===== config.mk =====
export PLATFORM = sky130hd
export DESIGN_NAME = dm_mem_top
export DESIGN_NICKNAME = d
export VERILOG_FILES = /design/src/common/dm_mem_pkg.sv /design/src/common/dm_hart_evt_if.sv /design/src/hdl/dm_mem_top.sv /design/src/bus_window/dm_bus_window.sv /design/src/hart_ctrl/dm_hart_ctrl.sv
export SDC_FILE = /design/constraint.sdc
export NUM_CORES = 1
export LEC_CHECK = 0
export BUFFER_PORTS_ARGS = -buffer_cell sky130_fd_sc_hd__buf_2
export CAP_MARGIN = 25
export CORE_AREA = 8 8 187 189
export CTS_CLUSTER_SIZE = 30
export DETAILED_ROUTE_END_ITERATION = 10
export DIE_AREA = 0 0 195 197
export REMOVE_ABC_BUFFERS = 1
export SETUP_SLACK_MARGIN = 0.5
export SYNTH_ARGS = -nofsm -noshare
export SYNTH_HDL_FRONTEND = slang
export SYNTH_SLANG_ARGS = --single-unit

===== constraint.sdc =====
create_clock -name clk_i -period 3.27 [get_ports clk_i]
set_clock_uncertainty 0.2 [all_clocks]
set_input_delay 0.1635 -clock clk_i [delete_from_list [all_inputs] [get_ports clk_i]]
set_output_delay 0.1635 -clock clk_i [all_outputs]
set_load 0.01 [all_outputs]

===== src/common/dm_mem_pkg.sv =====
package dm_mem_pkg;

    // --------------------
    // sizes
    // --------------------
    localparam int unsigned NrHarts     = 4;
    localparam int unsigned ProgBufSize = 8;
    localparam int unsigned DataCount   = 2;
    localparam int unsigned BusWidth    = 32;
    localparam int unsigned DbgAddrBits = 12;

    localparam int unsigned BusStrbBits    = BusWidth / 8;
    localparam int unsigned HartSelBits    = $clog2(NrHarts);
    localparam int unsigned DataIdxBits    = $clog2(DataCount);
    localparam int unsigned ProgBufIdxBits = $clog2(ProgBufSize);

    typedef logic [DbgAddrBits-1:0] dbg_addr_t;
    typedef logic [BusWidth-1:0]    bus_data_t;
    typedef logic [BusStrbBits-1:0] bus_strb_t;
    typedef logic [NrHarts-1:0]     hart_vec_t;
    typedef logic [HartSelBits-1:0] hart_sel_t;

    // --------------------
    // address map
    // --------------------
    // hart write-only locations
    localparam dbg_addr_t HaltedAddr    = 12'h100;
    localparam dbg_addr_t GoingAddr     = 12'h104;
    localparam dbg_addr_t ResumingAddr  = 12'h108;
    localparam dbg_addr_t ExceptionAddr = 12'h10C;

    localparam dbg_addr_t WhereToAddr = 12'h300;
    localparam dbg_addr_t DataAddr    = 12'h380;
    localparam dbg_addr_t DataEnd     = DataAddr + dbg_addr_t'(4 * DataCount - 1);
    // program buffer sits directly below the data registers
    localparam dbg_addr_t ProgBufBase = DataAddr - dbg_addr_t'(4 * ProgBufSize);
    localparam dbg_addr_t ProgBufEnd  = DataAddr - 12'd1;
    localparam dbg_addr_t FlagsBase   = 12'h400;
    localparam dbg_addr_t FlagsEnd    = 12'h7FF;
    localparam dbg_addr_t ResumeAddr  = 12'h804;

    // --------------------
    // jump words at WhereTo
    // --------------------
    localparam logic [6:0]  JalOpcode   = 7'h6F;
    localparam logic [20:0] ProgBufOff  = 21'(ProgBufBase - WhereToAddr);
    localparam logic [20:0] ResumeOff   = 21'(ResumeAddr - WhereToAddr);

    // jal x0, imm with the J-type immediate scramble
    localparam bus_data_t JumpProgBuf = {ProgBufOff[20], ProgBufOff[10:1], ProgBufOff[11],
                                         ProgBufOff[19:12], 5'd0, JalOpcode};
    localparam bus_data_t JumpResume  = {ResumeOff[20], ResumeOff[10:1], ResumeOff[11],
                                         ResumeOff[19:12], 5'd0, JalOpcode};

    // cmderr codes as in abstractcs
    typedef enum logic [2:0] {
        CmdErrNone       = 3'd0,
        CmdErrException  = 3'd3,
        CmdErrHaltResume = 3'd4
    } cmderr_e;

    typedef enum logic [1:0] {
        Idle,
        Go,
        Resume,
        CmdExecuting
    } ctrl_state_e;

endpackage

===== src/common/dm_hart_evt_if.sv =====
`timescale 1ns/1ns

interface dm_hart_evt_if;

    // hart write strobes, one cycle each
    logic                  halted_we;
    logic                  going_we;
    logic                  resuming_we;
    logic                  exception_we;
    // index the hart wrote as data
    dm_mem_pkg::hart_sel_t evt_hart;

    // levels from the controller
    logic                  go;
    logic                  resume;
    logic                  cmdbusy;
    logic                  resumereq_sel;

    modport win (
        output halted_we,
        output going_we,
        output resuming_we,
        output exception_we,
        output evt_hart,
        input  go,
        input  resume,
        input  cmdbusy,
        input  resumereq_sel
    );

    modport ctrl (
        input  halted_we,
        input  going_we,
        input  resuming_we,
        input  exception_we,
        input  evt_hart,
        output go,
        output resume,
        output cmdbusy,
        output resumereq_sel
    );

endinterface


===== src/hdl/dm_mem_top.sv =====
`timescale 1ns/1ns

module dm_mem_top (
    input  logic                                               clk_i,
    input  logic                                               rst_ni,

    // debugger side
    input  dm_mem_pkg::hart_vec_t                              haltreq_i,
    input  dm_mem_pkg::hart_vec_t                              resumereq_i,
    input  dm_mem_pkg::hart_sel_t                              hartsel_i,
    input  logic                                               clear_resumeack_i,
    input  logic                                               cmd_valid_i,

    output dm_mem_pkg::hart_vec_t                              debug_req_o,
    output dm_mem_pkg::hart_vec_t                              halted_o,
    output dm_mem_pkg::hart_vec_t                              resuming_o,
    output logic                                               cmdbusy_o,
    output logic                                               cmderror_valid_o,
    output dm_mem_pkg::cmderr_e                                cmderror_o,

    input  dm_mem_pkg::bus_data_t [dm_mem_pkg::ProgBufSize-1:0] progbuf_i,
    input  dm_mem_pkg::bus_data_t [dm_mem_pkg::DataCount-1:0]   data_i,
    output dm_mem_pkg::bus_data_t [dm_mem_pkg::DataCount-1:0]   data_o,
    output logic                                               data_valid_o,

    // hart side SRAM bus
    input  logic                                               req_i,
    input  logic                                               we_i,
    input  dm_mem_pkg::dbg_addr_t                              addr_i,
    input  dm_mem_pkg::bus_data_t                              wdata_i,
    input  dm_mem_pkg::bus_strb_t                              be_i,
    output dm_mem_pkg::bus_data_t                              rdata_o
);

    dm_hart_evt_if evt_if ();

    // halt requests go straight to the harts
    assign debug_req_o = haltreq_i;

    dm_hart_ctrl u_hart_ctrl (
        .clk_i             (clk_i),
        .rst_ni            (rst_ni),
        .haltreq_i         (haltreq_i),
        .resumereq_i       (resumereq_i),
        .hartsel_i         (hartsel_i),
        .clear_resumeack_i (clear_resumeack_i),
        .cmd_valid_i       (cmd_valid_i),
        .halted_o          (halted_o),
        .resuming_o        (resuming_o),
        .cmdbusy_o         (cmdbusy_o),
        .cmderror_valid_o  (cmderror_valid_o),
        .cmderror_o        (cmderror_o),
        .evt_if            (evt_if.ctrl)
    );

    dm_bus_window u_bus_window (
        .clk_i        (clk_i),
        .rst_ni       (rst_ni),
        .req_i        (req_i),
        .we_i         (we_i),
        .addr_i       (addr_i),
        .wdata_i      (wdata_i),
        .be_i         (be_i),
        .rdata_o      (rdata_o),
        .progbuf_i    (progbuf_i),
        .data_i       (data_i),
        .data_o       (data_o),
        .data_valid_o (data_valid_o),
        .hartsel_i    (hartsel_i),
        .evt_if       (evt_if.win)
    );

endmodule


===== src/bus_window/dm_bus_window.sv =====
`timescale 1ns/1ns

module dm_bus_window (
    input  logic                                               clk_i,
    input  logic                                               rst_ni,

    // hart side bus
    input  logic                                               req_i,
    input  logic                                               we_i,
    input  dm_mem_pkg::dbg_addr_t                              addr_i,
    input  dm_mem_pkg::bus_data_t                              wdata_i,
    input  dm_mem_pkg::bus_strb_t                              be_i,
    output dm_mem_pkg::bus_data_t                              rdata_o,

    input  dm_mem_pkg::bus_data_t [dm_mem_pkg::ProgBufSize-1:0] progbuf_i,
    input  dm_mem_pkg::bus_data_t [dm_mem_pkg::DataCount-1:0]   data_i,
    output dm_mem_pkg::bus_data_t [dm_mem_pkg::DataCount-1:0]   data_o,
    output logic                                               data_valid_o,
    input  dm_mem_pkg::hart_sel_t                              hartsel_i,

    dm_hart_evt_if.win                                         evt_if
);

    logic                  is_read, is_write;
    logic                  in_data, in_pbuf, in_flags;
    dm_mem_pkg::dbg_addr_t data_off, pbuf_off, flags_off;
    dm_mem_pkg::dbg_addr_t hart_byte;
    dm_mem_pkg::bus_data_t flags_word;
    dm_mem_pkg::bus_data_t rdata_d, rdata_q;

    logic [dm_mem_pkg::DataIdxBits-1:0]    data_idx;
    logic [dm_mem_pkg::ProgBufIdxBits-1:0] pbuf_idx;

    assign is_read  = req_i && !we_i;
    assign is_write = req_i && we_i;

    // --------------------
    // address decode
    // --------------------
    assign in_data  = (addr_i >= dm_mem_pkg::DataAddr) && (addr_i <= dm_mem_pkg::DataEnd);
    assign in_pbuf  = (addr_i >= dm_mem_pkg::ProgBufBase) && (addr_i <= dm_mem_pkg::ProgBufEnd);
    assign in_flags = (addr_i >= dm_mem_pkg::FlagsBase) && (addr_i <= dm_mem_pkg::FlagsEnd);

    assign data_off  = addr_i - dm_mem_pkg::DataAddr;
    assign pbuf_off  = addr_i - dm_mem_pkg::ProgBufBase;
    assign flags_off = addr_i - dm_mem_pkg::FlagsBase;

    // word index inside each region
    assign data_idx = data_off[dm_mem_pkg::DataIdxBits+1:2];
    assign pbuf_idx = pbuf_off[dm_mem_pkg::ProgBufIdxBits+1:2];

    // --------------------
    // hart write events
    // --------------------
    assign evt_if.halted_we    = is_write && (addr_i == dm_mem_pkg::HaltedAddr);
    assign evt_if.going_we     = is_write && (addr_i == dm_mem_pkg::GoingAddr);
    assign evt_if.resuming_we  = is_write && (addr_i == dm_mem_pkg::ResumingAddr);
    assign evt_if.exception_we = is_write && (addr_i == dm_mem_pkg::ExceptionAddr);
    // the hart writes its own index
    assign evt_if.evt_hart     = wdata_i[dm_mem_pkg::HartSelBits-1:0];

    // data register merge, only visible while the write lasts
    always_comb begin
        data_o = data_i;
        if (is_write && in_data) begin
            for (int unsigned b = 0; b < dm_mem_pkg::BusStrbBits; b++) begin
                if (be_i[b]) begin
                    data_o[data_idx][b*8 +: 8] = wdata_i[b*8 +: 8];
                end
            end
        end
    end

    assign data_valid_o = is_write && in_data;

    // --------------------
    // flags area
    // --------------------
    // one byte per hart, four harts per word
    assign hart_byte = dm_mem_pkg::dbg_addr_t'(hartsel_i);

    always_comb begin
        flags_word = '0;
        if (flags_off[dm_mem_pkg::DbgAddrBits-1:2] == hart_byte[dm_mem_pkg::DbgAddrBits-1:2]) begin
            flags_word[{hart_byte[1:0], 3'b000} +: 8] = {6'b0, evt_if.resume, evt_if.go};
        end
    end

    // --------------------
    // read mux
    // --------------------
    always_comb begin
        // unmapped reads keep the last word
        rdata_d = rdata_q;
        if (is_read) begin
            if (addr_i == dm_mem_pkg::WhereToAddr) begin
                if (evt_if.cmdbusy) begin
                    rdata_d = dm_mem_pkg::JumpProgBuf;
                end else if (evt_if.resumereq_sel) begin
                    rdata_d = dm_mem_pkg::JumpResume;
                end
            end else if (in_data) begin
                rdata_d = data_i[data_idx];
            end else if (in_pbuf) begin
                rdata_d = progbuf_i[pbuf_idx];
            end else if (in_flags) begin
                rdata_d = flags_word;
            end
        end
    end

    always_ff @(posedge clk_i or negedge rst_ni) begin
        if (!rst_ni) begin
            rdata_q <= '0;
        end else begin
            rdata_q <= rdata_d;
        end
    end

    assign rdata_o = rdata_q;

endmodule


===== src/hart_ctrl/dm_hart_ctrl.sv =====
`timescale 1ns/1ns

module dm_hart_ctrl (
    input  logic                    clk_i,
    input  logic                    rst_ni,

    input  dm_mem_pkg::hart_vec_t   haltreq_i,
    input  dm_mem_pkg::hart_vec_t   resumereq_i,
    input  dm_mem_pkg::hart_sel_t   hartsel_i,
    input  logic                    clear_resumeack_i,
    input  logic                    cmd_valid_i,

    output dm_mem_pkg::hart_vec_t   halted_o,
    output dm_mem_pkg::hart_vec_t   resuming_o,
    output logic                    cmdbusy_o,
    output logic                    cmderror_valid_o,
    output dm_mem_pkg::cmderr_e     cmderror_o,

    dm_hart_evt_if.ctrl             evt_if
);

    dm_mem_pkg::hart_vec_t   halted_d, halted_q;
    dm_mem_pkg::hart_vec_t   resuming_d, resuming_q;
    dm_mem_pkg::ctrl_state_e state_d, state_q;
    logic                    sel_halted_evt;

    assign halted_o   = halted_q;
    assign resuming_o = resuming_q;

    // halted write coming from the hart we are driving
    assign sel_halted_evt = evt_if.halted_we && (evt_if.evt_hart == hartsel_i);

    // --------------------
    // per-hart flags
    // --------------------
    always_comb begin
        halted_d   = halted_q;
        resuming_d = resuming_q;

        // debugger acknowledged the resume
        if (clear_resumeack_i) begin
            resuming_d[hartsel_i] = 1'b0;
        end

        if (evt_if.halted_we) begin
            halted_d[evt_if.evt_hart] = 1'b1;
        end

        // hart left debug mode, keep resuming until acked
        if (evt_if.resuming_we) begin
            halted_d[evt_if.evt_hart]   = 1'b0;
            resuming_d[evt_if.evt_hart] = 1'b1;
        end
    end

    // --------------------
    // command FSM
    // --------------------
    always_comb begin
        state_d          = state_q;
        cmderror_valid_o = 1'b0;
        cmderror_o       = dm_mem_pkg::CmdErrNone;

        case (state_q)
            dm_mem_pkg::Idle: begin
                if (cmd_valid_i && halted_q[hartsel_i]) begin
                    state_d = dm_mem_pkg::Go;
                end else if (cmd_valid_i) begin
                    // commands need a halted hart
                    cmderror_valid_o = 1'b1;
                    cmderror_o       = dm_mem_pkg::CmdErrHaltResume;
                end
                // ignored while a halt is requested or the last resume is unacked
                if (resumereq_i[hartsel_i] && !resuming_q[hartsel_i] &&
                    !haltreq_i[hartsel_i] && halted_q[hartsel_i]) begin
                    state_d = dm_mem_pkg::Resume;
                end
            end

            dm_mem_pkg::Go: begin
                // hart picked up the go flag
                if (evt_if.going_we) begin
                    state_d = dm_mem_pkg::CmdExecuting;
                end
            end

            dm_mem_pkg::Resume: begin
                if (resuming_q[hartsel_i]) begin
                    state_d = dm_mem_pkg::Idle;
                end
            end

            dm_mem_pkg::CmdExecuting: begin
                // program buffer ends in ebreak, the hart halts again
                if (sel_halted_evt) begin
                    state_d = dm_mem_pkg::Idle;
                end
            end

            default: begin
                state_d = dm_mem_pkg::Idle;
            end
        endcase

        // exception report wins over the halt/resume error
        if (evt_if.exception_we) begin
            cmderror_valid_o = 1'b1;
            cmderror_o       = dm_mem_pkg::CmdErrException;
        end
    end

    assign cmdbusy_o = (state_q != dm_mem_pkg::Idle);

    assign evt_if.go            = (state_q == dm_mem_pkg::Go);
    assign evt_if.resume        = (state_q == dm_mem_pkg::Resume);
    assign evt_if.cmdbusy       = cmdbusy_o;
    assign evt_if.resumereq_sel = resumereq_i[evt_if.evt_hart];

    always_ff @(posedge clk_i or negedge rst_ni) begin
        if (!rst_ni) begin
            state_q    <= dm_mem_pkg::Idle;
            halted_q   <= '0;
            resuming_q <= '0;
        end else begin
            state_q    <= state_d;
            halted_q   <= halted_d;
            resuming_q <= resuming_d;
        end
    end

endmodule


After elaboration in Yosys (flattened, before gate mapping):

Index checks and enable logic that the tools add are counted.
Widths: inputs -> output; s select.

* bits in registers: 42

* add/sub/neg operators: 4
* order comparisons: 13
* equal/unequal tests: 14
* shift-type cells: 2
* multiplexer cells: 63
* bitwise gates (word level): 7
* reduce and logical (&&, ||, !) cells: 27

Operator list (count)
* $mux 64: 8
* $mux 32: 11
* $bwmux 64: 4
* $demux 32 s1: 4
* $bmux 32 s3: 1
* $eq 12x9->1 const B: 4
* $and 32x32->32: 1
* $shift 8x7->32 const A: 1
* $shiftx 8x7->32: 1
* $ge 12x10->1 const B: 2
* $le 12x10->1 const B: 2
* $mux 24: 1
* $logic_and 1x1->1: 18
* $mux 16: 1
* $mux 4: 4
* $eq 12x10->1 const B: 1
* $ge 12x11->1 const B: 1
* $le 12x11->1 const B: 1
* $mux 3: 4
* $sub 12x11->12 const B: 1
* $mux 1: 11
* $bmux 1 s2: 5
* $logic_not 10->1: 1
* $mux 2: 5
* 27 further kinds: 37

Logic depth before layout (Yosys ltp):

* depth in word-level cells: 17
* mapped depth: 8

Cells and area by module:

Synthesis repeated with hierarchy kept, for this count alone.

* cell total of the unflattened synthesis: 501
* area, all modules: 5348.9 um2

Modules (own cells, without submodules)
* dm_bus_window: instances 1, cells an instance 428, area each 4665.7 um2, sequential area each 800.8 um2
* dm_hart_ctrl: instances 1, cells an instance 69, area each 653.1 um2, sequential area each 250.2 um2
* dm_mem_top: instances 1, cells an instance 4, area each 30.0 um2, sequential area each 0.0 um2

Least setup slack after synthesis:

OpenSTA, ideal clock, no wires.

* path kind: input -> register
* start: in addr_i[2]
* end: reg u_bus_window.rdata_q[20] (netlist: u_bus_window.rdata_o[20])
* arrival time: 1.739 ns
* data required time: 2.949 ns
* path slack: 1.210 ns
* cell stages on the path: 7
* buffers on the path: 3
* cell sequence: buf_2 > buf_6 > buf_2 > mux4_2 > a22oi_1 > o21ai_0 > a22o_1

* longest elaborated chain between the ends: 7
* elaborated cells between the ends (all ways): 26
* classes of those cells: add/sub (3); order compare (6); eq/ne (2); mux (9); reduce/logical (6)

Ends and longest elaborated chain
* start, declared: line dm_mem_top.sv:29 `input dm_mem_pkg::dbg_addr_t addr_i,`
* $sub 12x11->12: line dm_bus_window.sv:46 `assign flags_off = addr_i - dm_mem_pkg::FlagsBase;`
* $logic_not 10->1: line dm_bus_window.sv:84 `if (flags_off[dm_mem_pkg::DbgAddrBits-1:2] == hart_byte[dm_mem_pkg::DbgAddrBits-1:2]) begin`
* $mux 32: line dm_bus_window.sv:84
* $mux 32: line dm_bus_window.sv:106 `end else if (in_flags) begin`
* $mux 32: line dm_bus_window.sv:104 `end else if (in_pbuf) begin`
* $mux 32: line dm_bus_window.sv:102 `end else if (in_data) begin`
* $mux 32: line dm_bus_window.sv:96 `if (addr_i == dm_mem_pkg::WhereToAddr) begin`
* end signal, assigned: line dm_bus_window.sv:116 `rdata_q <= rdata_d;`
* end, declared: line dm_bus_window.sv:29 `dm_mem_pkg::bus_data_t rdata_d, rdata_q;`

Parallel ways exist; a longest one is shown, timed or not. The select of a mux whose other input is x is not followed.
A chain may end at the register's enable or synchronous reset.

==> flow_summary.toml <==
[sta]
rsz0062_at_grt = "false"
max_freq_mhz = 389
fin_tns_setup_ns = 0
layout_min_cycle_time_ns = 2.57
setup_viol = 0
max_slew.worst_pin.slew_ns = 0.881
whs_ns = 0.0267
slew_violations = 0
period_share_pct = 78.7
slew_headroom_pct = 41.3
hold_viol_final = 0

[worst_setup_path]
slowest_stage = "nand3_1"
critPathTopFamily = "simple AND/OR/NAND/NOR gates"
crit_buf_inv = 2
slowest_delay_ns = 0.59
worstSetupPathType = "input port to output pin"
crit_required_ns = 2.91
cp-end-kind = "output pin"
path_cells = "buf_6 -> nor2_1 -> nand3_1 -> mux2_2 -> buf_2"
cp.arrival_ns = 2.21
timing.rr.start = "u_hart_ctrl.state_q[0]"
critPathMaxFanout = 36
cp-startpoint = "addr_i[2]"
start_kind = "input port"

[yosys]
synth_top_family_by_area = "multiplexers"
yosysUniqueCellTypes = 63
syn_avg_cell_area_um2 = 11.5
syn_area_mm2 = 0.00551
ys_seq_area_share_pct = 19.1
synth_simple_gate_area_share_pct = 10.1
synthCells = 481
async_flop_share_pct = 100
synth-compound-area-share_pct = 13.7
synth-xor-area-share_pct = 0.318
synthAdderAreaFrac_pct = 1.82
muxShareOfSynthArea_pct = 49.7
yosysWarnings = 0
ys_ff_latch = 42
ys.flop_type = "dfrtp_1"
synth_edf_count = 0

[power_and_ir_drop]
p_seq_share_pct = 29.1
switching_share_pct = 32.6
p_int_mw = 1.27
switchingPower_uw = 615
ir_drop_uv = 155
p_leak_nw = 4.25
powerDensity_mw_per_mm2 = 218
p_comb_share_pct = 41.9
clock_power_share_pct = 29.0

[clocking]
cts_tree = "yes"
cts_buffer_depth = 2
cts.htree.levels = 2
clock_latency_ns = 0.30
cts_root_buffer = "clkbuf_16"
cts.clk_slew.worst_paths_ns = 0.07
cts_made_buffers = 5
cts.sinks = 42

[route]
wl_per_cell_um = 24.9
vias = 6605
drtAntennaViolNets = 0
drt_iter0_markers = 390
dr.pass1.iters = 7
drc = 0
vias_per_cell = 4.80
routed_wl_um = 34300

[finish]
fin_nets = 1359
layout_common_cells = "495 x buf_2, 67 x mux2_2, 67 x mux4_2, 42 x dfrtp_1, 41 x mux2i_1"
finalNonFillerCells = 1377
final_common_cell = "buf_2"
syn_to_final_growth_pct = 56.9
fillers = 3483
drive_gt1_share_pct = 69.8

[place]
routabilityCongestion = 0.945
dp_cells = 1365
io_buffer_count = 497
dp_hpwl_um = 29200

[run]
cap_violations = 0

[die]
die_x_um = 195
rows = 66
start_util_pct = 17.2
coreArea_mm2 = 0.0320
die_h_um = 197
ioPinCount = 498
dieArea_mm2 = 0.0384

[outcome]
outcome = "finished clean"

[global_route]
grt_usage_pct = 16.7
grt_pass1_vias = 7264
antenna_found_initial = 2
grt_max_degree = 38
grt_pass1_wl_um = 48200
overflow = 0

[worst_hold_path]
min-delay-start = "cmd_valid_i"
hp-class = "input port to register"
[kinds of logic after synthesis]
family,after synthesis
adders and majority gates,8
buffers and inverters,54
DFF,42
AOI/OAI and AO/OA,101
and+or+nand+nor,93
xor gates and xnor gates,2
muxes,181
[power groups by stage]
| stage | clock [mW] | combinational (mW) | sequential [mW] |
|---|---|---|---|
| global placement | 0 | 0.791 | 0.558 |
| global route | 0.592 | 0.855 | 0.551 |
| CTS | 0.576 | 0.803 | 0.549 |
| finish | 0.547 | 0.791 | 0.549 |
| detailed placement | 0 | 0.797 | 0.558 |
| floorplan | 0 | 0.305 | 0.566 |
[tightest hold or removal path, delay by kind of cell]
family / cells / cell delay [ns]
AO/OA/AOI/OAI: 1 / 0.13
buffers and inverters: 1 / 0.09
AND/OR/NAND/NOR: 1 / 0.11
[worst paths after layout]
kind                       cells after the start                   endpoint  slack (ns)
setup reg to reg                               6    u_bus_window.rdata_o[3]        1.22
hold / removal                                 3     u_hart_ctrl.state_q[0]        0.03
max in group asynchronous                      3   u_bus_window.rdata_o[27]        1.80
hold reg to reg                                1   u_bus_window.rdata_o[28]        0.28
setup / recovery                               5                  data_o[1]        0.70
min in group asynchronous                      2  u_hart_ctrl.resuming_o[3]        0.32
[final cells by class]
type,instances,area (um^2),share of cell area (%)
multi-input cells,385,4190,48.5
repair buffers,522,2700,31.3
flip-flops and latches,42,1050,12.2
well taps,408,510,5.90
clock buffers,7,143,1.65
inverters,11,41.3,0.477
clock inverters,1,5.00,0.0579
diodes,1,2.50,0.0289
[metrics by stage]
stage	power (mW)	worst slack, ns	utilization (%)	cell area [um^2]
floorplan	0.871	0.619	-	5270
global placement	1.35	0.533	26.4	8470
detailed placement	1.36	0.459	26.4	8470
CTS	1.93	0.548	27.0	8640
global route	2.00	0.591	27.0	8650
finish	1.89	0.697	27.0	8650
[metal layers]
metal | track usage (%) | vias up | routed length [um]
li1 | - | 2951 | -
met1 | 20.9 | 3281 | 14300
met2 | 29.2 | 352 | 17100
met3 | 3.67 | 21 | 2410
met4 | 3.45 | 0 | 440
met5 | 0 | - | 0
[state kept, by name, indices dropped and copies added, names as in the netlist]
signal	cells
u_bus_window.rdata_o	32
u_hart_ctrl.halted_o	4
u_hart_ctrl.resuming_o	4
u_hart_ctrl.state_q	2
[synthesized netlist by cell type, drive strengths merged (3+ instances only)]
cell type / instances / area, um^2
nor3: 12 / 91.3
o31ai: 5 / 42.5
nand2b: 5 / 31.3
o221ai: 5 / 43.8
o21ai: 28 / 140
nand3: 8 / 50.1
o31a: 3 / 26.3
o21a: 4 / 31.3
a222oi: 3 / 30.0
o211ai: 3 / 22.5
dfrtp: 42 / 1050
mux2: 73 / 822
nor2: 16 / 60.1
nor4: 3 / 33.8
nand3b: 4 / 30.0
a22oi: 15 / 113
a22o: 16 / 140
nand2: 24 / 90.1
mux2i: 41 / 410
inv: 11 / 41.3
buf: 29 / 195
mux4: 67 / 1510
a32o: 5 / 50.1
clkbuf: 14 / 52.6
ha: 8 / 100
[repair_timing]
item                                    in CTS  in global routing
hold endpoints to repair                    38                  0
hold buffers                                 3                  0
setup buffers                                0                  0
resized for setup                            0                  1
endpoints found under the setup margin       0                  8
Note: power is estimated with default switching activity, not from simulation.
